$ cat config.mk
export PLATFORM = sky130hd
export DESIGN_NAME = instr_decoder
export DESIGN_NICKNAME = d
export VERILOG_FILES = /design/src/decode_pkg.sv /design/src/instr_classifier.sv /design/src/datapath_ctrl.sv /design/src/mem_access_ctrl.sv /design/src/alu_op_decoder.sv /design/src/instr_decoder.sv
export SDC_FILE = /design/constraint.sdc
export NUM_CORES = 1
export LEC_CHECK = 0
export ABC_CLOCK_PERIOD_IN_PS = 2100
export BUFFER_PORTS_ARGS = -buffer_cell sky130_fd_sc_hd__buf_2
export CAP_MARGIN = 15
export CORE_ASPECT_RATIO = 0.8
export CORE_MARGIN = 2
export CORE_UTILIZATION = 41
export DETAILED_ROUTE_END_ITERATION = 10
export PLACE_DENSITY = 0.74
export RECOVER_POWER = 100
export SETUP_SLACK_MARGIN = 0.5
export SYNTH_ARGS = -nofsm -noshare
export SYNTH_HDL_FRONTEND = slang
export SYNTH_HIERARCHICAL = 1
export SYNTH_SLANG_ARGS = --single-unit
$ cat constraint.sdc
create_clock -name vclk -period 2.1
set_input_delay 0.105 -clock vclk [all_inputs]
set_output_delay 0.105 -clock vclk [all_outputs]
set_load 0.02 [all_outputs]
$ cat src/decode_pkg.sv
package decode_pkg;

    // Field widths
    localparam int OPCODE_W = 7;
    localparam int FUNCT3_W = 3;
    localparam int FUNCT7_W = 7;
    localparam int ALU_OP_W = 5;

    // RV32I major opcodes
    localparam logic [OPCODE_W-1:0] OP_LUI     = 7'b0110111;
    localparam logic [OPCODE_W-1:0] OP_AUIPC   = 7'b0010111;
    localparam logic [OPCODE_W-1:0] OP_JAL     = 7'b1101111;
    localparam logic [OPCODE_W-1:0] OP_JALR    = 7'b1100111;
    localparam logic [OPCODE_W-1:0] OP_BRANCH  = 7'b1100011;
    localparam logic [OPCODE_W-1:0] OP_LOAD    = 7'b0000011;
    localparam logic [OPCODE_W-1:0] OP_STORE   = 7'b0100011;
    localparam logic [OPCODE_W-1:0] OP_ALU_IMM = 7'b0010011;
    localparam logic [OPCODE_W-1:0] OP_ALU_REG = 7'b0110011;
    localparam logic [OPCODE_W-1:0] OP_FENCE   = 7'b0001111;
    localparam logic [OPCODE_W-1:0] OP_SYSTEM  = 7'b1110011;

    // ALU funct3, shared by the immediate and register forms
    localparam logic [FUNCT3_W-1:0] F3_ADD_SUB = 3'b000;
    localparam logic [FUNCT3_W-1:0] F3_SLL     = 3'b001;
    localparam logic [FUNCT3_W-1:0] F3_SLT     = 3'b010;
    localparam logic [FUNCT3_W-1:0] F3_SLTU    = 3'b011;
    localparam logic [FUNCT3_W-1:0] F3_XOR     = 3'b100;
    localparam logic [FUNCT3_W-1:0] F3_SRL_SRA = 3'b101;
    localparam logic [FUNCT3_W-1:0] F3_OR      = 3'b110;
    localparam logic [FUNCT3_W-1:0] F3_AND     = 3'b111;

    // Branch funct3
    localparam logic [FUNCT3_W-1:0] F3_BEQ  = 3'b000;
    localparam logic [FUNCT3_W-1:0] F3_BNE  = 3'b001;
    localparam logic [FUNCT3_W-1:0] F3_BLT  = 3'b100;
    localparam logic [FUNCT3_W-1:0] F3_BGE  = 3'b101;
    localparam logic [FUNCT3_W-1:0] F3_BLTU = 3'b110;
    localparam logic [FUNCT3_W-1:0] F3_BGEU = 3'b111;

    // Only two funct7 patterns exist in RV32I
    localparam logic [FUNCT7_W-1:0] F7_BASE = 7'b0000000;
    localparam logic [FUNCT7_W-1:0] F7_ALT  = 7'b0100000;

    typedef enum logic [3:0] {
        CLS_LUI,
        CLS_AUIPC,
        CLS_JAL,
        CLS_JALR,
        CLS_BRANCH,
        CLS_LOAD,
        CLS_STORE,
        CLS_ALU_IMM,
        CLS_ALU_REG,
        CLS_ILLEGAL
    } instr_class_e;

    // What the downstream decoders need from one instruction
    typedef struct packed {
        instr_class_e              instr_class;
        logic [FUNCT3_W-1:0]       funct3;
        logic                      alt;
    } decode_class_t;

    typedef enum logic [1:0] {
        SRC_B_REG     = 2'b00,
        SRC_B_IMM     = 2'b01,
        SRC_B_PC_STEP = 2'b10
    } src_b_e;

    typedef enum logic [2:0] {
        IMM_I     = 3'b000,
        IMM_S     = 3'b001,
        IMM_B     = 3'b010,
        IMM_U     = 3'b011,
        IMM_J     = 3'b100,
        IMM_SHAMT = 3'b101
    } imm_fmt_e;

    typedef enum logic [1:0] {
        RES_ALU     = 2'b00,
        RES_MEM     = 2'b01,
        RES_PC_LINK = 2'b10
    } result_sel_e;

    typedef enum logic [1:0] {
        LEN_BYTE = 2'b00,
        LEN_HALF = 2'b01,
        LEN_WORD = 2'b10
    } mem_len_e;

    typedef enum logic [ALU_OP_W-1:0] {
        ALU_ADD    = 5'd0,
        ALU_SUB    = 5'd1,
        ALU_SLL    = 5'd2,
        ALU_SLT    = 5'd3,
        ALU_SLTU   = 5'd4,
        ALU_XOR    = 5'd5,
        ALU_SRL    = 5'd6,
        ALU_SRA    = 5'd7,
        ALU_OR     = 5'd8,
        ALU_AND    = 5'd9,
        ALU_PASS_B = 5'd10
    } alu_op_e;

endpackage

$ cat src/instr_classifier.sv
module instr_classifier (
    input  logic [decode_pkg::OPCODE_W-1:0] opcode,
    input  logic [decode_pkg::FUNCT3_W-1:0] funct3,
    input  logic [decode_pkg::FUNCT7_W-1:0] funct7,
    output decode_pkg::decode_class_t       cls,
    output logic                            err
);

    decode_pkg::instr_class_e kind;

    always_comb begin
        kind = decode_pkg::CLS_ILLEGAL;
        case (opcode)
            // U and J formats carry no function fields
            decode_pkg::OP_LUI:   kind = decode_pkg::CLS_LUI;
            decode_pkg::OP_AUIPC: kind = decode_pkg::CLS_AUIPC;
            decode_pkg::OP_JAL:   kind = decode_pkg::CLS_JAL;
            decode_pkg::OP_JALR: begin
                if (funct3 == 3'b000) begin
                    kind = decode_pkg::CLS_JALR;
                end
            end
            decode_pkg::OP_BRANCH: begin
                if (funct3 inside {decode_pkg::F3_BEQ, decode_pkg::F3_BNE,
                                   decode_pkg::F3_BLT, decode_pkg::F3_BGE,
                                   decode_pkg::F3_BLTU, decode_pkg::F3_BGEU}) begin
                    kind = decode_pkg::CLS_BRANCH;
                end
            end
            decode_pkg::OP_LOAD: begin
                // LB, LH, LW, LBU, LHU
                if (funct3 inside {3'b000, 3'b001, 3'b010, 3'b100, 3'b101}) begin
                    kind = decode_pkg::CLS_LOAD;
                end
            end
            decode_pkg::OP_STORE: begin
                if (funct3 inside {3'b000, 3'b001, 3'b010}) begin
                    kind = decode_pkg::CLS_STORE;
                end
            end
            decode_pkg::OP_ALU_IMM: begin
                // Shift immediates reuse funct7 as the upper shamt field
                case (funct3)
                    decode_pkg::F3_SLL: begin
                        if (funct7 == decode_pkg::F7_BASE) begin
                            kind = decode_pkg::CLS_ALU_IMM;
                        end
                    end
                    decode_pkg::F3_SRL_SRA: begin
                        if (funct7 == decode_pkg::F7_BASE || funct7 == decode_pkg::F7_ALT) begin
                            kind = decode_pkg::CLS_ALU_IMM;
                        end
                    end
                    default: kind = decode_pkg::CLS_ALU_IMM;
                endcase
            end
            decode_pkg::OP_ALU_REG: begin
                if (funct7 == decode_pkg::F7_BASE) begin
                    kind = decode_pkg::CLS_ALU_REG;
                end else if (funct7 == decode_pkg::F7_ALT &&
                             funct3 inside {decode_pkg::F3_ADD_SUB,
                                            decode_pkg::F3_SRL_SRA}) begin
                    kind = decode_pkg::CLS_ALU_REG;
                end
            end
            // Not supported by this core
            decode_pkg::OP_FENCE, decode_pkg::OP_SYSTEM: kind = decode_pkg::CLS_ILLEGAL;
            default: kind = decode_pkg::CLS_ILLEGAL;
        endcase
    end

    always_comb begin
        cls.instr_class = kind;
        cls.funct3      = funct3;
        cls.alt         = funct7[5];
    end

    assign err = (kind == decode_pkg::CLS_ILLEGAL);

endmodule

$ cat src/datapath_ctrl.sv
module datapath_ctrl (
    input  decode_pkg::decode_class_t cls,
    output logic                      reg_write,
    output logic                      jump,
    output logic                      branch,
    output logic                      pc_jal_src,
    output logic                      jalr_en,
    output logic                      alu_src_sel_a,
    output decode_pkg::src_b_e        alu_src_sel_b,
    output decode_pkg::imm_fmt_e      imm_ctrl,
    output decode_pkg::result_sel_e   result_sel
);

    always_comb begin
        // Inactive values cover illegal instructions too
        reg_write     = 1'b0;
        jump          = 1'b0;
        branch        = 1'b0;
        pc_jal_src    = 1'b0;
        jalr_en       = 1'b0;
        alu_src_sel_a = 1'b0;
        alu_src_sel_b = decode_pkg::SRC_B_REG;
        imm_ctrl      = decode_pkg::IMM_I;
        result_sel    = decode_pkg::RES_ALU;

        case (cls.instr_class)
            decode_pkg::CLS_LUI, decode_pkg::CLS_AUIPC: begin
                // U formats take operand A from the PC
                reg_write     = 1'b1;
                alu_src_sel_a = 1'b1;
                alu_src_sel_b = decode_pkg::SRC_B_IMM;
                imm_ctrl      = decode_pkg::IMM_U;
            end
            decode_pkg::CLS_JAL: begin
                reg_write     = 1'b1;
                jump          = 1'b1;
                pc_jal_src    = 1'b1;
                alu_src_sel_b = decode_pkg::SRC_B_PC_STEP;
                imm_ctrl      = decode_pkg::IMM_J;
                result_sel    = decode_pkg::RES_PC_LINK;
            end
            decode_pkg::CLS_JALR: begin
                // Target comes from rs1 plus offset through the ALU
                reg_write     = 1'b1;
                jump          = 1'b1;
                pc_jal_src    = 1'b1;
                jalr_en       = 1'b1;
                alu_src_sel_b = decode_pkg::SRC_B_IMM;
                imm_ctrl      = decode_pkg::IMM_I;
                result_sel    = decode_pkg::RES_PC_LINK;
            end
            decode_pkg::CLS_BRANCH: begin
                branch        = 1'b1;
                alu_src_sel_b = decode_pkg::SRC_B_REG;
                imm_ctrl      = decode_pkg::IMM_B;
            end
            decode_pkg::CLS_LOAD: begin
                reg_write     = 1'b1;
                alu_src_sel_b = decode_pkg::SRC_B_IMM;
                imm_ctrl      = decode_pkg::IMM_I;
                result_sel    = decode_pkg::RES_MEM;
            end
            decode_pkg::CLS_STORE: begin
                alu_src_sel_b = decode_pkg::SRC_B_IMM;
                imm_ctrl      = decode_pkg::IMM_S;
            end
            decode_pkg::CLS_ALU_IMM: begin
                reg_write     = 1'b1;
                alu_src_sel_b = decode_pkg::SRC_B_IMM;
                if (cls.funct3 inside {decode_pkg::F3_SLL, decode_pkg::F3_SRL_SRA}) begin
                    imm_ctrl = decode_pkg::IMM_SHAMT;
                end else begin
                    imm_ctrl = decode_pkg::IMM_I;
                end
            end
            decode_pkg::CLS_ALU_REG: begin
                reg_write = 1'b1;
            end
            default: begin
            end
        endcase
    end

endmodule

$ cat src/mem_access_ctrl.sv
module mem_access_ctrl (
    input  decode_pkg::decode_class_t cls,
    output logic                      mem_read,
    output logic                      mem_write_en,
    output logic                      mem_sign,
    output decode_pkg::mem_len_e      mem_length
);

    logic is_load;
    logic is_store;

    assign is_load  = (cls.instr_class == decode_pkg::CLS_LOAD);
    assign is_store = (cls.instr_class == decode_pkg::CLS_STORE);

    always_comb begin
        mem_read     = is_load;
        mem_write_en = is_store;

        // funct3[1:0] already encodes byte, half or word
        if (is_load || is_store) begin
            mem_length = decode_pkg::mem_len_e'(cls.funct3[1:0]);
        end else begin
            mem_length = decode_pkg::LEN_BYTE;
        end

        // Only LB and LH sign extend
        // funct3[2] marks the unsigned loads
        mem_sign = is_load && (cls.funct3[2:1] == 2'b00);
    end

endmodule

$ cat src/alu_op_decoder.sv
module alu_op_decoder (
    input  decode_pkg::decode_class_t cls,
    output decode_pkg::alu_op_e       alu_op
);

    logic is_alu;

    assign is_alu = (cls.instr_class == decode_pkg::CLS_ALU_IMM) ||
                    (cls.instr_class == decode_pkg::CLS_ALU_REG);

    always_comb begin
        // Address and link math all use the adder
        alu_op = decode_pkg::ALU_ADD;

        if (cls.instr_class == decode_pkg::CLS_LUI) begin
            alu_op = decode_pkg::ALU_PASS_B;
        end else if (cls.instr_class == decode_pkg::CLS_BRANCH) begin
            case (cls.funct3)
                decode_pkg::F3_BEQ, decode_pkg::F3_BNE:   alu_op = decode_pkg::ALU_SUB;
                decode_pkg::F3_BLT, decode_pkg::F3_BGE:   alu_op = decode_pkg::ALU_SLT;
                decode_pkg::F3_BLTU, decode_pkg::F3_BGEU: alu_op = decode_pkg::ALU_SLTU;
                default:                                  alu_op = decode_pkg::ALU_ADD;
            endcase
        end else if (is_alu) begin
            case (cls.funct3)
                decode_pkg::F3_ADD_SUB: begin
                    // ADDI has no SUB form since its bit 30 is immediate data
                    if (cls.instr_class == decode_pkg::CLS_ALU_REG && cls.alt) begin
                        alu_op = decode_pkg::ALU_SUB;
                    end else begin
                        alu_op = decode_pkg::ALU_ADD;
                    end
                end
                decode_pkg::F3_SLL:  alu_op = decode_pkg::ALU_SLL;
                decode_pkg::F3_SLT:  alu_op = decode_pkg::ALU_SLT;
                decode_pkg::F3_SLTU: alu_op = decode_pkg::ALU_SLTU;
                decode_pkg::F3_XOR:  alu_op = decode_pkg::ALU_XOR;
                decode_pkg::F3_SRL_SRA: begin
                    if (cls.alt) begin
                        alu_op = decode_pkg::ALU_SRA;
                    end else begin
                        alu_op = decode_pkg::ALU_SRL;
                    end
                end
                decode_pkg::F3_OR:   alu_op = decode_pkg::ALU_OR;
                decode_pkg::F3_AND:  alu_op = decode_pkg::ALU_AND;
            endcase
        end
    end

endmodule

$ cat src/instr_decoder.sv
module instr_decoder (
    input  logic [decode_pkg::OPCODE_W-1:0] opcode,
    input  logic [decode_pkg::FUNCT3_W-1:0] funct3,
    input  logic [decode_pkg::FUNCT7_W-1:0] funct7,
    output logic                            reg_write,
    output logic                            mem_write_en,
    output logic                            jump,
    output logic                            branch,
    output logic [1:0]                      result_sel,
    output logic                            pc_jal_src,
    output logic                            alu_src_sel_a,
    output logic [1:0]                      alu_src_sel_b,
    output logic [decode_pkg::ALU_OP_W-1:0] alu_op,
    output logic [2:0]                      imm_ctrl,
    output logic                            mem_read,
    output logic                            mem_sign,
    output logic [1:0]                      mem_length,
    output logic                            jalr_en,
    output logic                            err
);

    // Class, funct3 and alt bit shared by the three control decoders
    decode_pkg::decode_class_t cls;

    instr_classifier u_classifier (
        .opcode (opcode),
        .funct3 (funct3),
        .funct7 (funct7),
        .cls    (cls),
        .err    (err)
    );

    datapath_ctrl u_datapath_ctrl (
        .cls           (cls),
        .reg_write     (reg_write),
        .jump          (jump),
        .branch        (branch),
        .pc_jal_src    (pc_jal_src),
        .jalr_en       (jalr_en),
        .alu_src_sel_a (alu_src_sel_a),
        .alu_src_sel_b (alu_src_sel_b),
        .imm_ctrl      (imm_ctrl),
        .result_sel    (result_sel)
    );

    mem_access_ctrl u_mem_access_ctrl (
        .cls          (cls),
        .mem_read     (mem_read),
        .mem_write_en (mem_write_en),
        .mem_sign     (mem_sign),
        .mem_length   (mem_length)
    );

    alu_op_decoder u_alu_op_decoder (
        .cls    (cls),
        .alu_op (alu_op)
    );

endmodule

* Word-level counts from Yosys, hierarchy flattened
Cells that the tools add are included.
Storage, ports and cells: bits in registers 0, bits of input ports 17
Cells by class: equality and inequality tests 26, muxes and demuxes 27, reductions and logical operators 22
Operator list (count):
- one-hot mux 5 bit (8 select lines) | 1
- one-hot mux 4 bit (9 select lines) | 1
- equality test 7 x 6 -> 1 bit (second input constant) | 4
- 2-to-1 mux 4 bit | 7
- equality test 7 bit (second input constant) | 3
- equality test 4 x 3 -> 1 bit (second input constant) | 4
- 2-to-1 mux 5 bit | 3
- one-hot mux 3 bit (5 select lines) | 1
- equality test 7 x 5 -> 1 bit (second input constant) | 2
- equality test 3 bit (second input constant) | 4
- OR reduction 2 bit | 5
- one-hot mux 3 bit (3 select lines) | 1
- equality test 4 x 2 -> 1 bit (second input constant) | 2
- equality test 4 bit (second input constant) | 2
- 2-to-1 mux 1 bit | 8
- one-hot mux 2 bit (2 select lines) | 2
- one-hot mux 4 bit (2 select lines) | 1
- equality test 7 x 2 -> 1 bit (second input constant) | 1
- logical NOT 7 bit | 1
- OR reduction 7 bit | 1
- equality test 3 x 2 -> 1 bit (second input constant) | 2
- nonzero test 6 bit | 1
- OR reduction 6 bit | 1
- nonzero test 5 bit | 1
- other kinds (11) | 16

* Longest topological paths before layout
Gate-level depths: netlist of run 1.
depth in word-level cells 13, mapped depth 10, mapped depth without buffers 9

* By module
Netlist of run 1, hierarchy kept.
By module, submodules not included:
- instr_classifier | instances 1, cells each 56, area an instance 385.4 sq um
- alu_op_decoder | instances 1, cells each 26, area an instance 172.7 sq um
- datapath_ctrl | instances 1, cells each 25, area an instance 162.7 sq um
- mem_access_ctrl | instances 1, cells each 9, area an instance 71.3 sq um

* Worst setup path after synthesis of run 1
No wires, ideal clock.
kind in2out, from input funct7[1] in the netlist's numbering, to output alu_op[0] in the netlist's numbering, data arrival time 2.165 ns, slack -0.170 ns, cell stages on the path 8, path buffers 0, path through nor4_4 > a311oi_2 > o21ai_1 > nand3_1 > o21ai_1 > nor2b_1 > a31oi_2 > o32ai_1
RTL lines:
- start, declared | line instr_decoder.sv:4 | input logic [decode_pkg::FUNCT7_W-1:0] funct7,
- end, declared | line instr_decoder.sv:13 | output logic [decode_pkg::ALU_OP_W-1:0] alu_op,

==> results.json, run 1 <==
{
  "ant_nets": 0,
  "postCtsHoldBufs": 0,
  "ys_warn_count": 6,
  "pin_count": 41,
  "multiInputGateArea_um2": 948.4,
  "layout-drive-gt1-share_pct": 65.71,
  "required_ns": 2.00,
  "die_h_um": 43.31,
  "hold_class": "in -> out",
  "yosys.area_share.simple_pct": 45.66,
  "setup_violations": 12,
  "finalNetCount": 194,
  "grt_max_degree": 16,
  "p_leak_nw": 0.7047,
  "routed_wl_um": 4148,
  "detail_route.first_pass.iterations": 4,
  "setup_tns_ns": -0.9155,
  "hp-start": "opcode[0]",
  "synth_fa_ha_area_share_pct": 0,
  "syn_to_final_growth_pct": 107.3,
  "syn_area_um2": 792.0,
  "grt_setup_unrepaired": "yes",
  "die_area_mm2": 0.002301,
  "gp_congestion": 0.8077,
  "synth-xor-area-share_pct": 3.318,
  "ff_latch_area_um2": 0,
  "min_period_ns": 2.298,
  "core_area_mm2": 0.001857,
  "num_rows": 14,
  "netlist-cell-type-count": 51,
  "critPathTopFamily": "compound AO/OA/AOI/OAI gates",
  "fmax_ghz": 0.4351,
  "num_vias": 1287,
  "drv_slew": 0,
  "wl_met1_um": 1452,
  "path_class": "in -> out",
  "synth_cells": 116,
  "critPathMaxStageDelay_ns": 0.36,
  "routedWlPerCell_um": 20.84,
  "top_layer_used": "met4",
  "grt_pass1_wl_um": 4830,
  "worst_slack_ns": -0.1983,
  "synth_top_family_by_area": "simple AND/OR/NAND/NOR gates",
  "violations": "setup timing",
  "drc": 0,
  "crit_chain": "buf_8 -> nand2b_4 -> a311oi_2 -> nand4b_1 -> nand3_1 -> a21o_1 -> nor4b_4 -> a31oi_4 -> o21ai_1 -> a21o_1 -> buf_6",
  "dpl.hpwl_um": 1992,
  "grt_antenna_before_repair": 0,
  "antenna_cells": 0,
  "ys_seq_area_share_pct": 0,
  "crit_path_end_kind": "output port",
  "fin_crit_sh_pct": 109.4,
  "crit_top_cell": "a21o_1",
  "nFillCells": 93,
  "grt_overflow": 0,
  "drt-initial-drc-count": 57,
  "die_w_um": 53.14,
  "peakVddDrop_mv": 0.1316,
  "wl_met2_um": 2065,
  "routed_via_density": 6.467,
  "whs_ns": 0.6859,
  "worstPathMaxFanout": 6,
  "finalHoldViolations": 0,
  "p_per_area_mw_per_mm2": 135.0,
  "clkbuf_count": 0,
  "start_util_pct": 42.66,
  "synth.avg_cell_area_um2": 6.828,
  "maxCapViolCount": 0,
  "path_buf_inv": 2,
  "synth_nets": 133,
  "crit_slowest_cell": "nor4b_4",
  "flops_and_latches": 0,
  "crit_start": "funct3[2]",
  "status": "complete, but fails checks",
  "place_ws_ns": -0.1118,
  "grt_pass1_vias": 1036,
  "dr_wl_met3_um": 344,
  "synth_compound_area_share_pct": 34.60,
  "track_usage_pct": 27.35,
  "muxShareOfSynthArea_pct": 1.264,
  "start_kind": "input pin",
  "numPortBuffers": 40,
  "cp_data_arrival_time_ns": 2.19
}
==> repair_timing <==
item | in CTS | in global routing
pin swaps | 13 | 7
setup buffers | 14 | 4
cloned | 0 | 0
resized for setup | 43 | 29
endpoints found under the setup margin | 22 | 23
==> cell type report <==
cell class / instances / area share, %
well taps: 24 / 1.829
inverters: 4 / 0.9146
multi-input cells: 98 / 57.77
repair buffers: 73 / 39.48
==> report_power, final <==
| part | total (mW) | switching (mW) | internal (mW) |
|---|---|---|---|
| combinational | 0.222 | 0.126 | 0.0958 |
| sequential | 0 | 0 | 0 |
| clock | 0 | 0 | 0 |
==> cells in the final DEF (no fill, tap or decap), types with 3 or more instances in the layout <==
master and count:
nand2b_1 3, buf_4 27, nor2_1 7, nand3_1 4
nand2b_4 4, a21oi_1 3, o21ai_1 4, buf_2 15
buf_6 28, nor2_4 3, nor3_1 4, nand2_1 8
inv_1 4
==> Yosys cell counts, types with 2 or more instances <==
library cell	count	area [um^2]
nand3_1	5	25.02
nand4b_1	2	17.52
nor2_1	10	37.54
nand2b_1	5	31.28
nor3_1	8	40.04
buf_6	2	22.52
inv_1	4	15.01
a21oi_1	6	30.03
o21a_1	2	15.01
buf_2	2	10.01
xor2_1	3	26.28
a31oi_1	2	12.51
a21o_1	3	22.52
nor2b_1	3	18.77
nand2b_4	2	27.53
nand2_1	9	33.78
o21ai_1	5	25.02
a311oi_2	2	30.03
nor4_2	2	25.02
and3_1	2	12.51
buf_4	7	52.55
==> path summary, 6_finish.rpt <==
check	endpoint	slack, ns	depth (start not counted)
setup / recovery	alu_op[2]	-0.20	11
hold / removal	err	0.69	4
==> cells by family (layout without fill, tap and decap cells) <==
kind of cell    count (synthesis)  count (layout)
other cells                     1               1
simple gates                   57              57
compound gates                 36              36
buf+inv                        18              77
xor+xnor                        3               3
mux                             1               1
==> per-stage QoR <==
stage / instance area (um^2) / utilization, % / instances / total power, mW
3_3_place_gp: 1219 / 65.63 / 181 / 0.1630
2_1_floorplan: 996.0 / - / 116 / 0.1143
5_1_grt: 1642 / 88.41 / 199 / 0.2313
3_5_place_dp: 1219 / 65.63 / 181 / 0.1678
6_report: 1642 / 88.41 / 199 / 0.2217
4_1_cts: 1500 / 80.80 / 195 / 0.1961
==> routing by layer <==
metal / global-route usage, % / up-vias
met5: 0 / -
met2: 52.00 / 118
li1: - / 546
met4: 1.026 / 0
met1: 35.59 / 580
met3: 1.056 / 43
Note: power is estimated with default switching activity, not from simulation.
==> run 2, diff against run 1 <==
ABC_CLOCK_PERIOD_IN_PS = 2170   (was 2100)
clock period = 2.17 ns   (was 2.1 ns; I/O delays follow)
==> run 2 against run 1 <==
  * The run still ends with setup timing left
  * Critical path depth grew 1
  * Routed wire length fell by 39%
  * Via count shrank 18%
  * Critical endpoint is now imm_ctrl[2]
  * Cell area down 16%
==> results.json, run 2 (synthesized netlist as in run 1, its figures left out) <==
{
  "maxCapViolCount": 0,
  "power_uw": 181.3,
  "pin_count": 41,
  "ff_latch_area_um2": 0,
  "grt_max_degree": 15,
  "cp_data_arrival_time_ns": 2.10,
  "numPortBuffers": 40,
  "die_area_mm2": 0.002301,
  "crit_path_end_kind": "output port",
  "drt-initial-drc-count": 28,
  "place_inst": 178,
  "core_area_mm2": 0.001857,
  "setup_violations": 6,
  "layout-drive-gt1-share_pct": 59.38,
  "fin_crit_sh_pct": 101.6,
  "worst_slack_ns": -0.03433,
  "flops_and_latches": 0,
  "status": "complete, but fails checks",
  "grt_overflow": 0,
  "num_rows": 14,
  "die_h_um": 43.31,
  "top_layer_used": "met4",
  "die_w_um": 53.14,
  "grt_antenna_before_repair": 0,
  "fin_util_pct": 74.26,
  "wl_met2_um": 1295,
  "antenna_cells": 0,
  "start_util_pct": 42.66,
  "wl_met1_um": 1075,
  "path_class": "in -> out",
  "drc": 0,
  "track_usage_pct": 23.15,
  "worstPathMaxFanout": 7,
  "crit_slowest_cell": "nor4_4",
  "routed_via_density": 5.745,
  "drv_slew": 0,
  "required_ns": 2.06,
  "path_buf_inv": 5,
  "fmax_ghz": 0.4537,
  "critPathMaxStageDelay_ns": 0.29,
  "dpl.hpwl_um": 1866,
  "grt_setup_unrepaired": "yes",
  "routedWlPerCell_um": 13.79,
  "min_period_ns": 2.204,
  "setup_tns_ns": -0.09722,
  "p_leak_nw": 0.5846,
  "syn_to_final_growth_pct": 74.09,
  "crit_chain": "buf_8 -> nor4_4 -> nand2_1 -> a31oi_1 -> o211ai_1 -> a21o_4 -> buf_4 -> buf_6 -> buf_8 -> or2_4 -> a21oi_4 -> buf_6",
  "clkbuf_count": 0,
  "finalHoldViolations": 0,
  "ant_nets": 0,
  "dr_wl_met3_um": 148,
  "crit_start": "funct7[1]",
  "critPathTopFamily": "compound AO/OA/AOI/OAI gates",
  "gp_congestion": 0.8566,
  "place_ws_ns": -0.04190,
  "detail_route.first_pass.iterations": 4,
  "finalNetCount": 179,
  "hold_class": "in -> out",
  "peakVddDrop_mv": 0.1028,
  "grt_pass1_wl_um": 4181,
  "finalNonFillerCells": 184,
  "p_per_area_mw_per_mm2": 131.5,
  "hp-start": "opcode[1]",
  "violations": "setup timing",
  "postCtsHoldBufs": 0,
  "layout_common_cells": "buf_2 (22), buf_4 (22), buf_6 (11)",
  "grt_pass1_vias": 913,
  "routed_wl_um": 2538,
  "start_kind": "input pin",
  "num_vias": 1057
}
-- run 2: changes by cell type in the layout (fill, tap and decap cells not counted), sizes merged --
cell	change
buf	-15
-- run 2: layer usage --
metal | vias up | GRT usage (%)
met1 | 493 | 31.65
met4 | 0 | 1.538
met2 | 51 | 42.25
li1 | 511 | -
met3 | 2 | 0.3521
met5 | - | 0
-- run 2: area by class of cell --
cell class / count / area (um^2)
timing repair buffer: 58 / 444.2
multi-input combinational: 98 / 882.1
fill: 138 / 478.0
tap: 24 / 30.03
inverter: 4 / 22.52
-- run 2: worst paths after layout --
kind	end	slack (ns)	depth (start not counted)
setup / recovery	imm_ctrl[2]	-0.03	12
hold / removal	err	0.73	4
-- run 2: metrics by stage --
stage	cell area, um^2	hold WS (ns)
floorplan	979.7	0.3816
global placement	1186	0.7014
detailed placement	1186	0.7095
CTS	1355	0.7263
global route	1379	0.7464
finish	1379	0.7281
-- run 2: repair_timing --
action / 4_1_cts / 5_1_grt
pin swaps: 7 / 2
buffers inserted: 4 / 2
endpoints found under the setup margin: 22 / 22
hold endpoints to repair: 0 / 0
gates resized for setup: 43 / 3
-- run 2: report_power, final --
part	internal, mW	switching, mW	leakage [nW]
registers	0	0	0
logic	0.0792	0.102	0.585
clock network	0	0	0
total	0.0792	0.102	0.585
